--- config.mk ---
export PLATFORM = sky130hd
export DESIGN_NAME = png_filter_top
export DESIGN_NICKNAME = d
export VERILOG_FILES = /design/src/verilog/png_filter_pkg.sv /design/src/verilog/cost_select.sv /design/src/verilog/filter_ctrl.sv /design/src/verilog/paeth_pred.sv /design/src/verilog/png_filter_top.sv /design/src/verilog/residual_gen.sv /design/src/verilog/row_fetch.sv
export VERILOG_INCLUDE_DIRS = /design/src /design/src/verilog
export SDC_FILE = /design/constraint.sdc
export NUM_CORES = 2
export LEC_CHECK = 0
export ABC_AREA = 1
export BUFFER_PORTS_ARGS = -buffer_cell sky130_fd_sc_hd__buf_2
export CORE_MARGIN = 2
export CORE_UTILIZATION = 45
export CTS_CLUSTER_SIZE = 25
export DETAILED_ROUTE_END_ITERATION = 7
export GPL_TIMING_DRIVEN = 0
export SETUP_SLACK_MARGIN = 0.5
export SYNTH_ARGS = -nofsm -noshare
export SYNTH_HDL_FRONTEND = slang
export SYNTH_SLANG_ARGS = --single-unit
--- constraint.sdc ---
create_clock -name clk -period 11.9 [get_ports clk]
set_clock_uncertainty 0.15 [all_clocks]
set_input_delay 0 -clock clk [delete_from_list [all_inputs] [get_ports clk]]
set_output_delay 0 -clock clk [all_outputs]
set_load 0.05 [all_outputs]
--- src/verilog/png_filter_cfg.svh ---
//------------------------------
// widths, sizes and filter codes of the scanline filter engine
// pulled in with `include by every file that needs them
//------------------------------
`ifndef PNG_FILTER_CFG_SVH
`define PNG_FILTER_CFG_SVH

// pixel layout
`define CHN_WD      8
`define PIX_CHN     4
`define PIX_WD      32

// row geometry
`define MAX_W       16
`define W_WD        5
`define H_WD        8

// filter numbering as written into the header byte
`define FILT_WD     3
`define FILT_NUM    5
`define FILT_NONE   3'd0
`define FILT_SUB    3'd1
`define FILT_UP     3'd2
`define FILT_AVG    3'd3
`define FILT_PAETH  3'd4

// cost sums and best-filter search
`define COST_WD     16
`define CMP_CYC     5

`endif

--- src/verilog/png_filter_pkg.sv ---
//------------------------------
// types shared by the filter engine
// modules take them with a wildcard import
//------------------------------
`include "png_filter_cfg.svh"

package png_filter_pkg;

  // one pixel word
  // flat view for storage and ports, channel view for the arithmetic
  // channel 0 sits in the low byte
  typedef union packed {
    logic [`PIX_WD-1:0]               word;
    logic [`PIX_CHN-1:0][`CHN_WD-1:0] chn;
  } pixel_t;

endpackage

--- src/verilog/cost_select.sv ---
//------------------------------
// per-filter cost sums over a row and the best-filter search
// the search runs CMP_CYC cycles from cmp_start, sel_done marks the last one
//------------------------------
`timescale 1ns/1ps
`include "png_filter_cfg.svh"

module cost_select
  import png_filter_pkg::*;
(
  input  logic                   clk,
  input  logic                   rstn,
  input  logic                   cost_val_i,
  input  pixel_t [`FILT_NUM-1:0] res_i,
  input  logic [`W_WD-1:0]       res_col_i,
  input  logic                   cmp_start_i,
  output logic                   sel_done_o,
  output logic [`FILT_WD-1:0]    best_type_o
);

  localparam logic [`FILT_WD-1:0] CMP_LAST = `FILT_WD'(`CMP_CYC - 1);

  logic [`COST_WD-1:0] cost_w [`FILT_NUM];
  logic [`COST_WD-1:0] sum_r  [`FILT_NUM];
  logic [`COST_WD-1:0] best_sum_r;
  logic [`FILT_WD-1:0] best_type_r;
  logic [`FILT_WD-1:0] cmp_cnt_r;
  logic                cmp_busy_r;
  logic                cmp_act;
  logic                cmp_upd;
  logic                take_cand;
  logic [`FILT_WD-1:0] cand_type;
  logic [`COST_WD-1:0] cand_sum;
  logic [`FILT_WD-1:0] ref_type;
  logic [`COST_WD-1:0] ref_sum;

  // small residuals either way round cost little, 255 - r equals ~r
  function automatic logic [`CHN_WD-1:0] byte_cost(input logic [`CHN_WD-1:0] r);
    return r[`CHN_WD-1] ? ~r : r;
  endfunction

  //--- cost sums ----------------
  always_comb begin
    for (int f = 0; f < `FILT_NUM; f++) begin
      cost_w[f] = '0;
      for (int ch = 0; ch < `PIX_CHN; ch++) begin
        cost_w[f] = cost_w[f] + {{(`COST_WD-`CHN_WD){1'b0}}, byte_cost(res_i[f].chn[ch])};
      end
    end
  end

  // column 0 opens a new row
  always_ff @(posedge clk) begin
    if (cost_val_i) begin
      for (int f = 0; f < `FILT_NUM; f++) begin
        sum_r[f] <= ((res_col_i == '0) ? '0 : sum_r[f]) + cost_w[f];
      end
    end
  end

  //--- compare ------------------
  // cycle 0 weighs Sub against None, cycles 1 to 3 the rest
  // the final cycle only presents the result
  assign cmp_act   = cmp_start_i || cmp_busy_r;
  assign cmp_upd   = cmp_act && (cmp_cnt_r != CMP_LAST);
  assign cand_type = cmp_cnt_r + 1'b1;
  assign cand_sum  = (cand_type < `FILT_NUM) ? sum_r[cand_type] : '1;
  assign ref_type  = (cmp_cnt_r == '0) ? `FILT_NONE : best_type_r;
  assign ref_sum   = (cmp_cnt_r == '0) ? sum_r[`FILT_NONE] : best_sum_r;
  // strictly smaller wins, so ties keep the lower number
  assign take_cand = cand_sum < ref_sum;

  always_ff @(posedge clk or negedge rstn) begin
    if (!rstn) begin
      cmp_busy_r  <= 1'b0;
      cmp_cnt_r   <= '0;
      best_type_r <= `FILT_NONE;
    end else if (cmp_act) begin
      cmp_busy_r <= (cmp_cnt_r != CMP_LAST);
      cmp_cnt_r  <= (cmp_cnt_r == CMP_LAST) ? '0 : cmp_cnt_r + 1'b1;
      if (cmp_upd) begin
        best_type_r <= take_cand ? cand_type : ref_type;
      end
    end
  end

  always_ff @(posedge clk) begin
    if (cmp_upd) begin
      best_sum_r <= take_cand ? cand_sum : ref_sum;
    end
  end

  assign sel_done_o  = cmp_act && (cmp_cnt_r == CMP_LAST);
  assign best_type_o = best_type_r;

  a_best_range: assert property (@(posedge clk) disable iff (!rstn)
    sel_done_o |-> best_type_o < `FILT_NUM);

endmodule

--- src/verilog/filter_ctrl.sv ---
//------------------------------
// row sequencer: idle, measure, compare, emit
// counts pixels, paces the reads and times cmp_start and done
//------------------------------
`timescale 1ns/1ps
`include "png_filter_cfg.svh"

module filter_ctrl (
  input  logic             clk,
  input  logic             rstn,
  input  logic             start_i,
  input  logic [`W_WD-1:0] cfg_w_i,
  input  logic [`H_WD-1:0] cfg_h_i,
  input  logic             pix_val_i,
  input  logic             sel_done_i,
  output logic             rd_val_o,
  output logic [`W_WD-1:0] col_o,
  output logic             fnl_o,
  output logic             first_row_o,
  output logic             cmp_start_o,
  output logic             done_o
);

  localparam logic [1:0] ST_IDLE = 2'd0;
  localparam logic [1:0] ST_MEAS = 2'd1;
  localparam logic [1:0] ST_CMP  = 2'd2;
  localparam logic [1:0] ST_EMIT = 2'd3;
  // last cost lands in the sums three cycles after the final pixel
  localparam logic [2:0] CMP_DLY = 3'd3;

  logic [1:0]       state_r;
  logic [1:0]       state_nxt;
  logic [`W_WD-1:0] w_r;
  logic [`H_WD-1:0] h_r;
  logic [`W_WD-1:0] col_r;
  logic [`H_WD-1:0] row_r;
  logic [2:0]       drain_r;
  logic             rd_on_r;
  logic [1:0]       done_pipe_r;
  logic             rd_meas;
  logic             rd_emit;
  logic             col_last;

  assign col_last = (col_r == w_r - 1'b1);

  // measure reads follow the pixel strobes
  // the emit burst starts with sel_done so residuals trail the header
  assign rd_meas = (state_r == ST_MEAS) && pix_val_i;
  assign rd_emit = ((state_r == ST_CMP) && sel_done_i) || ((state_r == ST_EMIT) && rd_on_r);

  assign rd_val_o    = rd_meas || rd_emit;
  assign col_o       = col_r;
  assign fnl_o       = (state_r == ST_CMP) || (state_r == ST_EMIT);
  assign first_row_o = (row_r == '0);
  assign cmp_start_o = (state_r == ST_CMP) && (drain_r == CMP_DLY);
  assign done_o      = done_pipe_r[1];

  //--- phase machine ------------
  always_comb begin
    state_nxt = state_r;
    case (state_r)
      ST_IDLE: if (start_i) state_nxt = ST_MEAS;
      ST_MEAS: if (rd_meas && col_last) state_nxt = ST_CMP;
      ST_CMP:  if (sel_done_i) state_nxt = ST_EMIT;
      default: if (done_pipe_r[1]) state_nxt = ST_IDLE;
    endcase
  end

  always_ff @(posedge clk or negedge rstn) begin
    if (!rstn) begin
      state_r     <= ST_IDLE;
      w_r         <= '0;
      h_r         <= '0;
      col_r       <= '0;
      row_r       <= '0;
      drain_r     <= '0;
      rd_on_r     <= 1'b0;
      done_pipe_r <= '0;
    end else begin
      state_r <= state_nxt;
      if ((state_r == ST_IDLE) && start_i) begin
        w_r <= cfg_w_i;
        h_r <= cfg_h_i;
      end
      // column wraps after the last pixel of either pass
      if (rd_val_o) begin
        col_r <= col_last ? '0 : col_r + 1'b1;
      end
      // pipeline drain before the compare, saturates past the start point
      if (state_r != ST_CMP) begin
        drain_r <= '0;
      end else if (drain_r != 3'd4) begin
        drain_r <= drain_r + 1'b1;
      end
      if (rd_emit) begin
        rd_on_r <= !col_last;
      end
      // last residual leaves two cycles after its read
      done_pipe_r <= {done_pipe_r[0], rd_emit && col_last};
      if (done_pipe_r[1]) begin
        row_r <= (row_r == h_r - 1'b1) ? '0 : row_r + 1'b1;
      end
    end
  end

  // pixels only arrive while a row is being measured
  a_no_late_pix: assert property (@(posedge clk) disable iff (!rstn)
    $rose(pix_val_i) |-> (state_r != ST_CMP) && (state_r != ST_EMIT));

endmodule

--- src/verilog/paeth_pred.sv ---
//------------------------------
// paeth predictor for one channel, purely combinational
//------------------------------
`timescale 1ns/1ps

module paeth_pred #(
  parameter int CHN_W = 8
) (
  input  logic [CHN_W-1:0] a_i,
  input  logic [CHN_W-1:0] b_i,
  input  logic [CHN_W-1:0] c_i,
  output logic [CHN_W-1:0] p_o
);

  // two extra bits hold the sign and the carry of a + b - c
  logic signed [CHN_W+1:0] p;
  logic signed [CHN_W+1:0] da;
  logic signed [CHN_W+1:0] db;
  logic signed [CHN_W+1:0] dc;
  logic        [CHN_W+1:0] pa;
  logic        [CHN_W+1:0] pb;
  logic        [CHN_W+1:0] pc;

  assign p  = $signed({2'b00, a_i}) + $signed({2'b00, b_i}) - $signed({2'b00, c_i});
  assign da = p - $signed({2'b00, a_i});
  assign db = p - $signed({2'b00, b_i});
  assign dc = p - $signed({2'b00, c_i});
  assign pa = da[CHN_W+1] ? $unsigned(-da) : $unsigned(da);
  assign pb = db[CHN_W+1] ? $unsigned(-db) : $unsigned(db);
  assign pc = dc[CHN_W+1] ? $unsigned(-dc) : $unsigned(dc);

  // ties go to a, then b
  assign p_o = ((pa <= pb) && (pa <= pc)) ? a_i : ((pb <= pc) ? b_i : c_i);

endmodule

--- src/verilog/png_filter_top.sv ---
//------------------------------
// scanline filter engine top level
// one start per row, then W pixel strobes, then header and W residuals
//------------------------------
`timescale 1ns/1ps
`include "png_filter_cfg.svh"

module png_filter_top
  import png_filter_pkg::*;
(
  input  logic             clk,
  input  logic             rstn,
  input  logic [`W_WD-1:0] cfg_w_i,
  input  logic [`H_WD-1:0] cfg_h_i,
  input  logic             start_i,
  input  logic             pix_val_i,
  input  pixel_t           pix_i,
  output logic             out_val_o,
  output pixel_t           out_dat_o,
  output logic             done_o
);

  // ctrl to fetch
  logic                   rd_val;
  logic [`W_WD-1:0]       col;
  logic                   fnl;
  logic                   first_row;
  // fetch to residuals
  logic                   x_val;
  pixel_t                 x;
  pixel_t                 b;
  logic [`W_WD-1:0]       x_col;
  logic                   x_fnl;
  // residuals to cost
  logic                   cost_val;
  pixel_t [`FILT_NUM-1:0] res;
  logic [`W_WD-1:0]       res_col;
  // compare handshake
  logic                   cmp_start;
  logic                   sel_done;
  logic [`FILT_WD-1:0]    best_type;

  filter_ctrl u_ctrl (
    .clk         (clk),
    .rstn        (rstn),
    .start_i     (start_i),
    .cfg_w_i     (cfg_w_i),
    .cfg_h_i     (cfg_h_i),
    .pix_val_i   (pix_val_i),
    .sel_done_i  (sel_done),
    .rd_val_o    (rd_val),
    .col_o       (col),
    .fnl_o       (fnl),
    .first_row_o (first_row),
    .cmp_start_o (cmp_start),
    .done_o      (done_o)
  );

  row_fetch u_fetch (
    .clk         (clk),
    .rstn        (rstn),
    .rd_val_i    (rd_val),
    .col_i       (col),
    .fnl_i       (fnl),
    .first_row_i (first_row),
    .pix_i       (pix_i),
    .x_val_o     (x_val),
    .x_o         (x),
    .b_o         (b),
    .x_col_o     (x_col),
    .x_fnl_o     (x_fnl)
  );

  residual_gen u_res (
    .clk         (clk),
    .rstn        (rstn),
    .x_val_i     (x_val),
    .x_i         (x),
    .b_i         (b),
    .x_col_i     (x_col),
    .x_fnl_i     (x_fnl),
    .sel_done_i  (sel_done),
    .best_type_i (best_type),
    .cost_val_o  (cost_val),
    .res_o       (res),
    .res_col_o   (res_col),
    .out_val_o   (out_val_o),
    .out_dat_o   (out_dat_o)
  );

  cost_select u_cost (
    .clk         (clk),
    .rstn        (rstn),
    .cost_val_i  (cost_val),
    .res_i       (res),
    .res_col_i   (res_col),
    .cmp_start_i (cmp_start),
    .sel_done_o  (sel_done),
    .best_type_o (best_type)
  );

endmodule

--- src/verilog/residual_gen.sv ---
//------------------------------
// neighbour tracking and the five filter residuals
// measure items feed the cost sums, emit items and the header leave the engine
//------------------------------
`timescale 1ns/1ps
`include "png_filter_cfg.svh"

module residual_gen
  import png_filter_pkg::*;
(
  input  logic                   clk,
  input  logic                   rstn,
  input  logic                   x_val_i,
  input  pixel_t                 x_i,
  input  pixel_t                 b_i,
  input  logic [`W_WD-1:0]       x_col_i,
  input  logic                   x_fnl_i,
  input  logic                   sel_done_i,
  input  logic [`FILT_WD-1:0]    best_type_i,
  output logic                   cost_val_o,
  output pixel_t [`FILT_NUM-1:0] res_o,
  output logic [`W_WD-1:0]       res_col_o,
  output logic                   out_val_o,
  output pixel_t                 out_dat_o
);

  //  c b
  //  a x
  pixel_t                 a_r;
  pixel_t                 c_r;
  pixel_t                 a_w;
  pixel_t                 c_w;
  pixel_t                 p_w;
  pixel_t                 hdr_w;
  pixel_t [`FILT_NUM-1:0] res_w;

  // previous item becomes the left and corner neighbour
  always_ff @(posedge clk) begin
    if (x_val_i) begin
      a_r <= x_i;
      c_r <= b_i;
    end
  end

  // nothing to the left of column 0
  assign a_w = (x_col_i == '0) ? '0 : a_r;
  assign c_w = (x_col_i == '0) ? '0 : c_r;

  //--- predictors ---------------
  for (genvar gi = 0; gi < `PIX_CHN; gi++) begin : g_chn
    logic [`CHN_WD:0] avg_sum;

    assign avg_sum = a_w.chn[gi] + b_i.chn[gi];

    paeth_pred #(
      .CHN_W (`CHN_WD)
    ) u_paeth (
      .a_i (a_w.chn[gi]),
      .b_i (b_i.chn[gi]),
      .c_i (c_w.chn[gi]),
      .p_o (p_w.chn[gi])
    );

    // all differences wrap modulo 256
    assign res_w[`FILT_NONE].chn[gi]  = x_i.chn[gi];
    assign res_w[`FILT_SUB].chn[gi]   = x_i.chn[gi] - a_w.chn[gi];
    assign res_w[`FILT_UP].chn[gi]    = x_i.chn[gi] - b_i.chn[gi];
    assign res_w[`FILT_AVG].chn[gi]   = x_i.chn[gi] - avg_sum[`CHN_WD:1];
    assign res_w[`FILT_PAETH].chn[gi] = x_i.chn[gi] - p_w.chn[gi];
  end

  // header carries the filter number in the top byte
  always_comb begin
    hdr_w = '0;
    hdr_w.chn[`PIX_CHN-1] = {{(`CHN_WD-`FILT_WD){1'b0}}, best_type_i};
  end

  //--- output stage -------------
  always_ff @(posedge clk or negedge rstn) begin
    if (!rstn) begin
      cost_val_o <= 1'b0;
      out_val_o  <= 1'b0;
    end else begin
      cost_val_o <= x_val_i && !x_fnl_i;
      out_val_o  <= sel_done_i || (x_val_i && x_fnl_i);
    end
  end

  always_ff @(posedge clk) begin
    if (x_val_i) begin
      res_o     <= res_w;
      res_col_o <= x_col_i;
    end
    if (sel_done_i) begin
      out_dat_o <= hdr_w;
    end else if (x_val_i && x_fnl_i) begin
      out_dat_o <= res_w[best_type_i];
    end
  end

endmodule

--- src/verilog/row_fetch.sv ---
//------------------------------
// current-row and previous-row stores
// returns each pixel x together with its upper neighbour b
//------------------------------
`timescale 1ns/1ps
`include "png_filter_cfg.svh"

module row_fetch
  import png_filter_pkg::*;
(
  input  logic             clk,
  input  logic             rstn,
  input  logic             rd_val_i,
  input  logic [`W_WD-1:0] col_i,
  input  logic             fnl_i,
  input  logic             first_row_i,
  input  pixel_t           pix_i,
  output logic             x_val_o,
  output pixel_t           x_o,
  output pixel_t           b_o,
  output logic [`W_WD-1:0] x_col_o,
  output logic             x_fnl_o
);

  localparam int ADDR_WD = $clog2(`MAX_W);

  pixel_t             cur_mem  [`MAX_W];
  pixel_t             prev_mem [`MAX_W];
  logic [ADDR_WD-1:0] addr;

  assign addr = col_i[ADDR_WD-1:0];

  // measure fills the current row
  // emit copies it into the previous row behind the read
  always_ff @(posedge clk) begin
    if (rd_val_i) begin
      if (!fnl_i) begin
        cur_mem[addr] <= pix_i;
      end else begin
        prev_mem[addr] <= cur_mem[addr];
      end
    end
  end

  // x comes straight from the input while measuring
  always_ff @(posedge clk) begin
    if (rd_val_i) begin
      x_o <= fnl_i ? cur_mem[addr] : pix_i;
      b_o <= first_row_i ? '0 : prev_mem[addr];
    end
  end

  // item tag travels with the data
  always_ff @(posedge clk or negedge rstn) begin
    if (!rstn) begin
      x_val_o <= 1'b0;
      x_col_o <= '0;
      x_fnl_o <= 1'b0;
    end else begin
      x_val_o <= rd_val_i;
      if (rd_val_i) begin
        x_col_o <= col_i;
        x_fnl_o <= fnl_i;
      end
    end
  end

  a_col_range: assert property (@(posedge clk) disable iff (!rstn)
    rd_val_i |-> col_i < `MAX_W);

endmodule
; ---- Word level (Yosys, flattened, before mapping)
; Memory sizes are Yosys's and may differ from the RTL's. A register that Yosys moved wholly into a read port is not among the register bits.
; Cells that the tools add are included.
[word_totals]
ram_bits = 1104
in_bits = 49
mem_count = 3
output_inout_bits = 34
elab_cells = 264
ff_bits = 327
[memory_table]
columns = name, depth, word_bits, rd, rd_ports_with_merged_regs, wr, line_no
row1 = u_fetch.cur_mem, 16, 32, 1, 0, 1, row_fetch.sv:27  ; pixel_t cur_mem [`MAX_W];
row2 = u_fetch.prev_mem, 16, 32, 1, 1, 1, row_fetch.sv:28  ; pixel_t prev_mem [`MAX_W];
row3 = u_cost.sum_r, 5, 16, 6, 0, 5, cost_select.sv:24  ; logic [`COST_WD-1:0] sum_r [`FILT_NUM];
[classes]
n_bitwise = 20
eq_ne = 13
add_sub_neg = 78
n_mux = 75
order_cmp = 15
n_reduce_logical = 33
[ops]
columns = cell, n
row1 = $mux W8, 29
row2 = $add A16 B8 Y16, 10
row3 = $not A8 Y8, 20
row4 = $sub A10 B9 Y10, 16
row5 = $mux W16, 8
row6 = $mux W32, 4
row7 = $sub A8 B8 Y8, 16
row8 = $le A10 B10 Y1, 12
row9 = $mux W10, 12
row10 = $neg A10 Y10, 12
row11 = $add A8 B8 Y9, 13
row12 = $bmux W32 S3, 1
row13 = $add A16 B16 Y16, 5
row14 = $mux W27, 2
row15 = $lt A16 B16 Y1, 1
row16 = $logic_and A1 B1 Y1, 15
row17 = $mux W3, 5
row18 = $logic_not A5 Y1, 2
row19 = $add A8 B1 Y8 const B, 1
row20 = $eq A8 B8 Y1, 1
row21 = $logic_not A8 Y1, 1
row22 = $mux W1, 8
row23 = $mux W2, 4
row24 = $sub A8 B1 Y8 const B, 1
row25 = other kinds (23), 35

; ---- Logic depth before layout (Yosys ltp)
[depth]
word_depth = 15
ltp_mapped = 64
ltp_nobuf = 60

; ---- Modules after synthesis
; From an unflattened synthesis, not the netlist that was laid out.
[hier_totals]
cells_unflattened = 9600
hier_area_um2 = 87366.3
[modules_own_cells]
columns = module, area_per_inst_um2, cells_each, seq_area_each_um2, instances
row1 = row_fetch, 43740.7, 3732, 32846.5, 1
row2 = residual_gen, 15752.6, 1879, 6636.4, 1
row3 = paeth_pred (u_res.g_chn[0].u_paeth ...), 3724.8, 633, 0.0, 3
row4 = cost_select, 10918.0, 1185, 3057.9, 1
row5 = paeth_pred (u_res.g_chn[3].u_paeth), 3613.5, 618, 0.0, 1
row6 = filter_ctrl, 2167.1, 287, 850.8, 1

; ---- Least setup slack after synthesis
; OpenSTA, ideal clock, no wires.
[synth_path]
path_kind = reg-to-reg
from = register u_fetch.x_col_o[3]
to = register u_res.res_o[143] (netlist name), data pin
path_buffers = 7
synth_period_minus_slack_ns = 8.298
arrival_time_ns = 7.890
required_time_ns = 11.492
setup_ns = 0.258
stages_incl_launch_ff = 55
slack_ns = 3.602
path_cell_list = dfrtp_1 > nor2_2 > nand3_2 > buf_4 > buf_8 > buf_6 > clkbuf_1 > clkbuf_1 > clkbuf_1 > nand2_1 > inv_1 > ha_1 > nand3_1 > nand2_2 > ha_1 > nand2_1 > inv_1 > nand3_1 > [19 not listed] > nand2_1 > nand2_2 > inv_2 > buf_2 > nand2_1 > o21ai_0 > ha_1 > a21oi_1 > o21ai_0 > a21oi_1 > inv_1 > a21oi_1 > o21ai_0 > a21o_1 > xor2_1 > inv_1 > nand3_1 > nand2_1
[synth_lines]
columns = item, line_no
row1 = from (decl), row_fetch.sv:21  ; output logic [`W_WD-1:0] x_col_o,
row2 = from (signal assigned), row_fetch.sv:62  ; x_col_o <= col_i;
row3 = to (signal assigned), residual_gen.sv:91  ; res_o <= res_w;
row4 = to (decl), residual_gen.sv:21  ; output pixel_t [`FILT_NUM-1:0] res_o,

==> impl_metrics.env <==
export IMPL_core_area_mm2=0.181
export IMPL_drive_gt1_share_pct=7.16
export IMPL_cap_violations=0
export IMPL_first_iter_violations=6899
export IMPL_cp_endpoint="u_res.out_dat_o[7]"
export IMPL_fp_dieW_um=431
export IMPL_syn2layout_area_growth_pct=13.6
export IMPL_die_area_mm2=0.186
export IMPL_slowest_delay_ps=410
export IMPL_grt_pass1_wl_um=394000
export IMPL_yosysSeqAreaShare_pct=52.9
export IMPL_muxShareOfSynthArea_pct=0.256
export IMPL_insertion_delay_ps=810
export IMPL_place_hpwl_um=205000
export IMPL_ys_ff_latch=1463
export IMPL_dp_slack_ps=-730
export IMPL_period_needed_ps=10790
export IMPL_holdCritPathClass="in2reg"
export IMPL_syn_nets=8891
export IMPL_synth_cells=8263
export IMPL_fin_crit_sh_pct=90.7
export IMPL_cts_setup_buffers=0
export IMPL_synth_adder_area_share_pct=9.82
export IMPL_finalHoldViolCount=0
export IMPL_rows=156
export IMPL_setup_worst_path_class="reg2reg"
export IMPL_fp_dieH_um=431
export IMPL_post_route_drc_count=0
export IMPL_grt_max_degree=76
export IMPL_place_congestion=0.983
export IMPL_io_pins=83
export IMPL_cts_tree="yes"
export IMPL_final_common_cell="nand2_1"
export IMPL_layout_setup_ws_ps=1110
export IMPL_synth_compound_area_share_pct=11.5
export IMPL_ys_async_sr_fraction_pct=3.42
export IMPL_numCtsBuffers=158
export IMPL_fmax_mhz=92.6
export IMPL_ys_warnings_count=0
export IMPL_drv_slew=0
export IMPL_first_global_vias=60600
export IMPL_reg2reg_from="u_fetch.x_col_o[3]"
export IMPL_wl_per_cell_um=24.0
export IMPL_end_kind="flip-flop"
export IMPL_ys_flop_type="edfxtp_1"
export IMPL_clk_pin_slew_ps=60
export IMPL_cts_sinks=1463
export IMPL_netlist_area_mm2=0.0820
export IMPL_critPathLaunchType="flip-flop"
export IMPL_synth_top_family_by_area="simple AND/OR/NAND/NOR gates"
export IMPL_power_density_mw_per_mm2=113
export IMPL_layout_nets=9359
export IMPL_critPathRequiredTime_ps=12460
export IMPL_initial_core_util_pct=45.3
export IMPL_reg2reg_slack_ps=1110
export IMPL_rsz0062_at_grt="false"
export IMPL_r2r_end="u_res.out_dat_o[7]"
export IMPL_drtPass1Iterations=8
export IMPL_status="finished, final reports clean"
export IMPL_grt_overflow=0
export IMPL_ir_drop_uv=154
export IMPL_final_cell_mix="nand2_1, edfxtp_1, inv_1, o21ai_0, nor2_1"
export IMPL_ff2ff_path_depth=58
export IMPL_startpoint="u_fetch.x_col_o[3]"
export IMPL_port_buffer_count=82
export IMPL_antenna_found_initial=22
export IMPL_critPathSlowestCell="ha_1"
export IMPL_power_total_mw=10.5
export IMPL_vias_per_cell=5.64
export IMPL_grtUsageTotal_pct=28.6
export IMPL_relSlewSlack_pct=2.70
export IMPL_ctsRootBufferMaster="clkbuf_16"
export IMPL_ant_nets=0
export IMPL_yosys_area_share_simple_pct=14.6
export IMPL_synth_xor_area_share_pct=5.37
export IMPL_setup_violations_final=0
export IMPL_synth_edf_count=1384
export IMPL_h_tree_depth=4
export IMPL_clockBufferDepth=3
export IMPL_synth_distinct_cells=69
export IMPL_via_count=63300
export IMPL_fill_cells=16200
export IMPL_worst_ep_arrival_time_ps=11360
export IMPL_worstMarginPinSlew_ps=1450
export IMPL_wirelength_um=269000
export IMPL_worstPathMaxFanout=10
export IMPL_syn_avg_cell_area_um2=9.92
export IMPL_leakage_nw=37.2
-- flip-flops by register name, indices dropped and copies added, names as in the netlist, 3 cells and up --
signal,flops
u_cost.best_sum_r,16
u_ctrl.row_r,8
u_cost.cmp_cnt_r,3
u_res.res_col_o,5
u_fetch.cur_mem,512
u_ctrl.drain_r,3
u_ctrl.h_r,8
u_ctrl.col_o,5
u_fetch.x_o,32
u_res.res_o,160
u_res.c_r,32
u_cost.best_type_o,3
u_ctrl.w_r,5
u_fetch.x_col_o,5
u_cost.sum_r,80
u_fetch.b_o,32
u_res.out_dat_o,32
u_fetch.prev_mem,512
-- area by class of cell --
| class | instances | area, um^2 | area share, % |
|---|---|---|---|
| tap | 2370 | 2970 | 3.18 |
| clock inverter | 73 | 885 | 0.949 |
| antenna | 7 | 17.5 | 0.0188 |
| inverter | 878 | 3300 | 3.54 |
| timing repair buffer | 308 | 2890 | 3.10 |
| buffer | 303 | 1230 | 1.32 |
| clock buffer | 209 | 4230 | 4.54 |
| multi-input combinational | 5619 | 34300 | 36.8 |
| sequential | 1463 | 43400 | 46.6 |
-- Yosys cell counts (all sizes together), types with 32 or more instances --
| cell type | n | area (um^2) |
|---|---|---|
| a41oi | 32 | 280 |
| o21ai | 840 | 4200 |
| nor2 | 804 | 3050 |
| o22ai | 289 | 1810 |
| nand3 | 337 | 1850 |
| nand2 | 1473 | 5790 |
| nand4 | 76 | 482 |
| a21oi | 342 | 1720 |
| xnor2 | 149 | 1310 |
| fa | 107 | 2140 |
| inv | 870 | 3270 |
| a31oi | 37 | 231 |
| clkbuf | 272 | 1020 |
| nor3 | 78 | 428 |
| xor2 | 354 | 3100 |
| edfxtp | 1384 | 41600 |
| dfrtp | 50 | 1250 |
| ha | 472 | 5910 |
-- logic make-up after synthesis --
logic type	count (synthesis)
simple gates	2827
flops	1463
buf+inv	1181
compound gates	1690
xor+xnor	503
mux	20
fa+ha+maj	579
-- critical path, delay by kind of cell, from the launching register on --
family	cells	cell delay, ps
AOI/OAI and AO/OA	11	1680
xor gates and xnor gates	4	1120
adders and majority gates	5	1660
buffers and inverters	18	3010
DFF	1	390
and+or+nand+nor	20	2620
-- metal layers --
layer | global-route usage, % | vias up | part of all wire [%]
met5 | 0 | - | 0.034
met4 | 12.8 | 14 | 4.9
met3 | 5.06 | 538 | 7.9
met2 | 47.2 | 2630 | 47
met1 | 36.8 | 30500 | 40
li1 | - | 29600 | -
-- power by group --
group / leakage (nW) / switching (mW) / total, mW / internal, mW
logic: 21.4 / 0.0445 / 0.0711 / 0.0266
clock network: 2.44 / 2.11 / 4.90 / 2.78
registers: 13.3 / 0 / 5.58 / 5.58
-- worst min path at each step --
stage,from,endpoint,slack [ps],cells after the start
final,pix_i[7],u_fetch.cur_mem[8][7],30,2
after floorplan,rstn,u_cost.best_type_o[0],-450,0
after global placement,cfg_h_i[4],u_ctrl.h_r[4],90,2
after global routing,pix_i[17],u_fetch.cur_mem[3][17],40,2
after detailed placement,rstn,u_ctrl.h_r[4],-4,1
after CTS,pix_i[19],u_fetch.cur_mem[2][19],1,2
-- repair_timing --
action,4_1_cts,5_1_grt
hold buffers,112,0
endpoints found under the setup margin,51,16
endpoints found under the hold margin,617,0
gates cloned,0,0
gates resized for setup,6,12
-- per-stage QoR --
step	instances	TNS (ps)	hold slack [ps]	cell area (um^2)	util (%)
6_report	11200	0	29.0	93200	51.5
5_1_grt	11200	0	35.5	93200	51.5
4_1_cts	11200	0	1.10	93100	51.5
3_5_place_dp	10800	-6740	-3.62	86900	48.0
3_3_place_gp	10700	-68120	87.8	85400	47.2
2_1_floorplan	8263	0	-446	82000	-
Power figures use the tool's default switching activity.
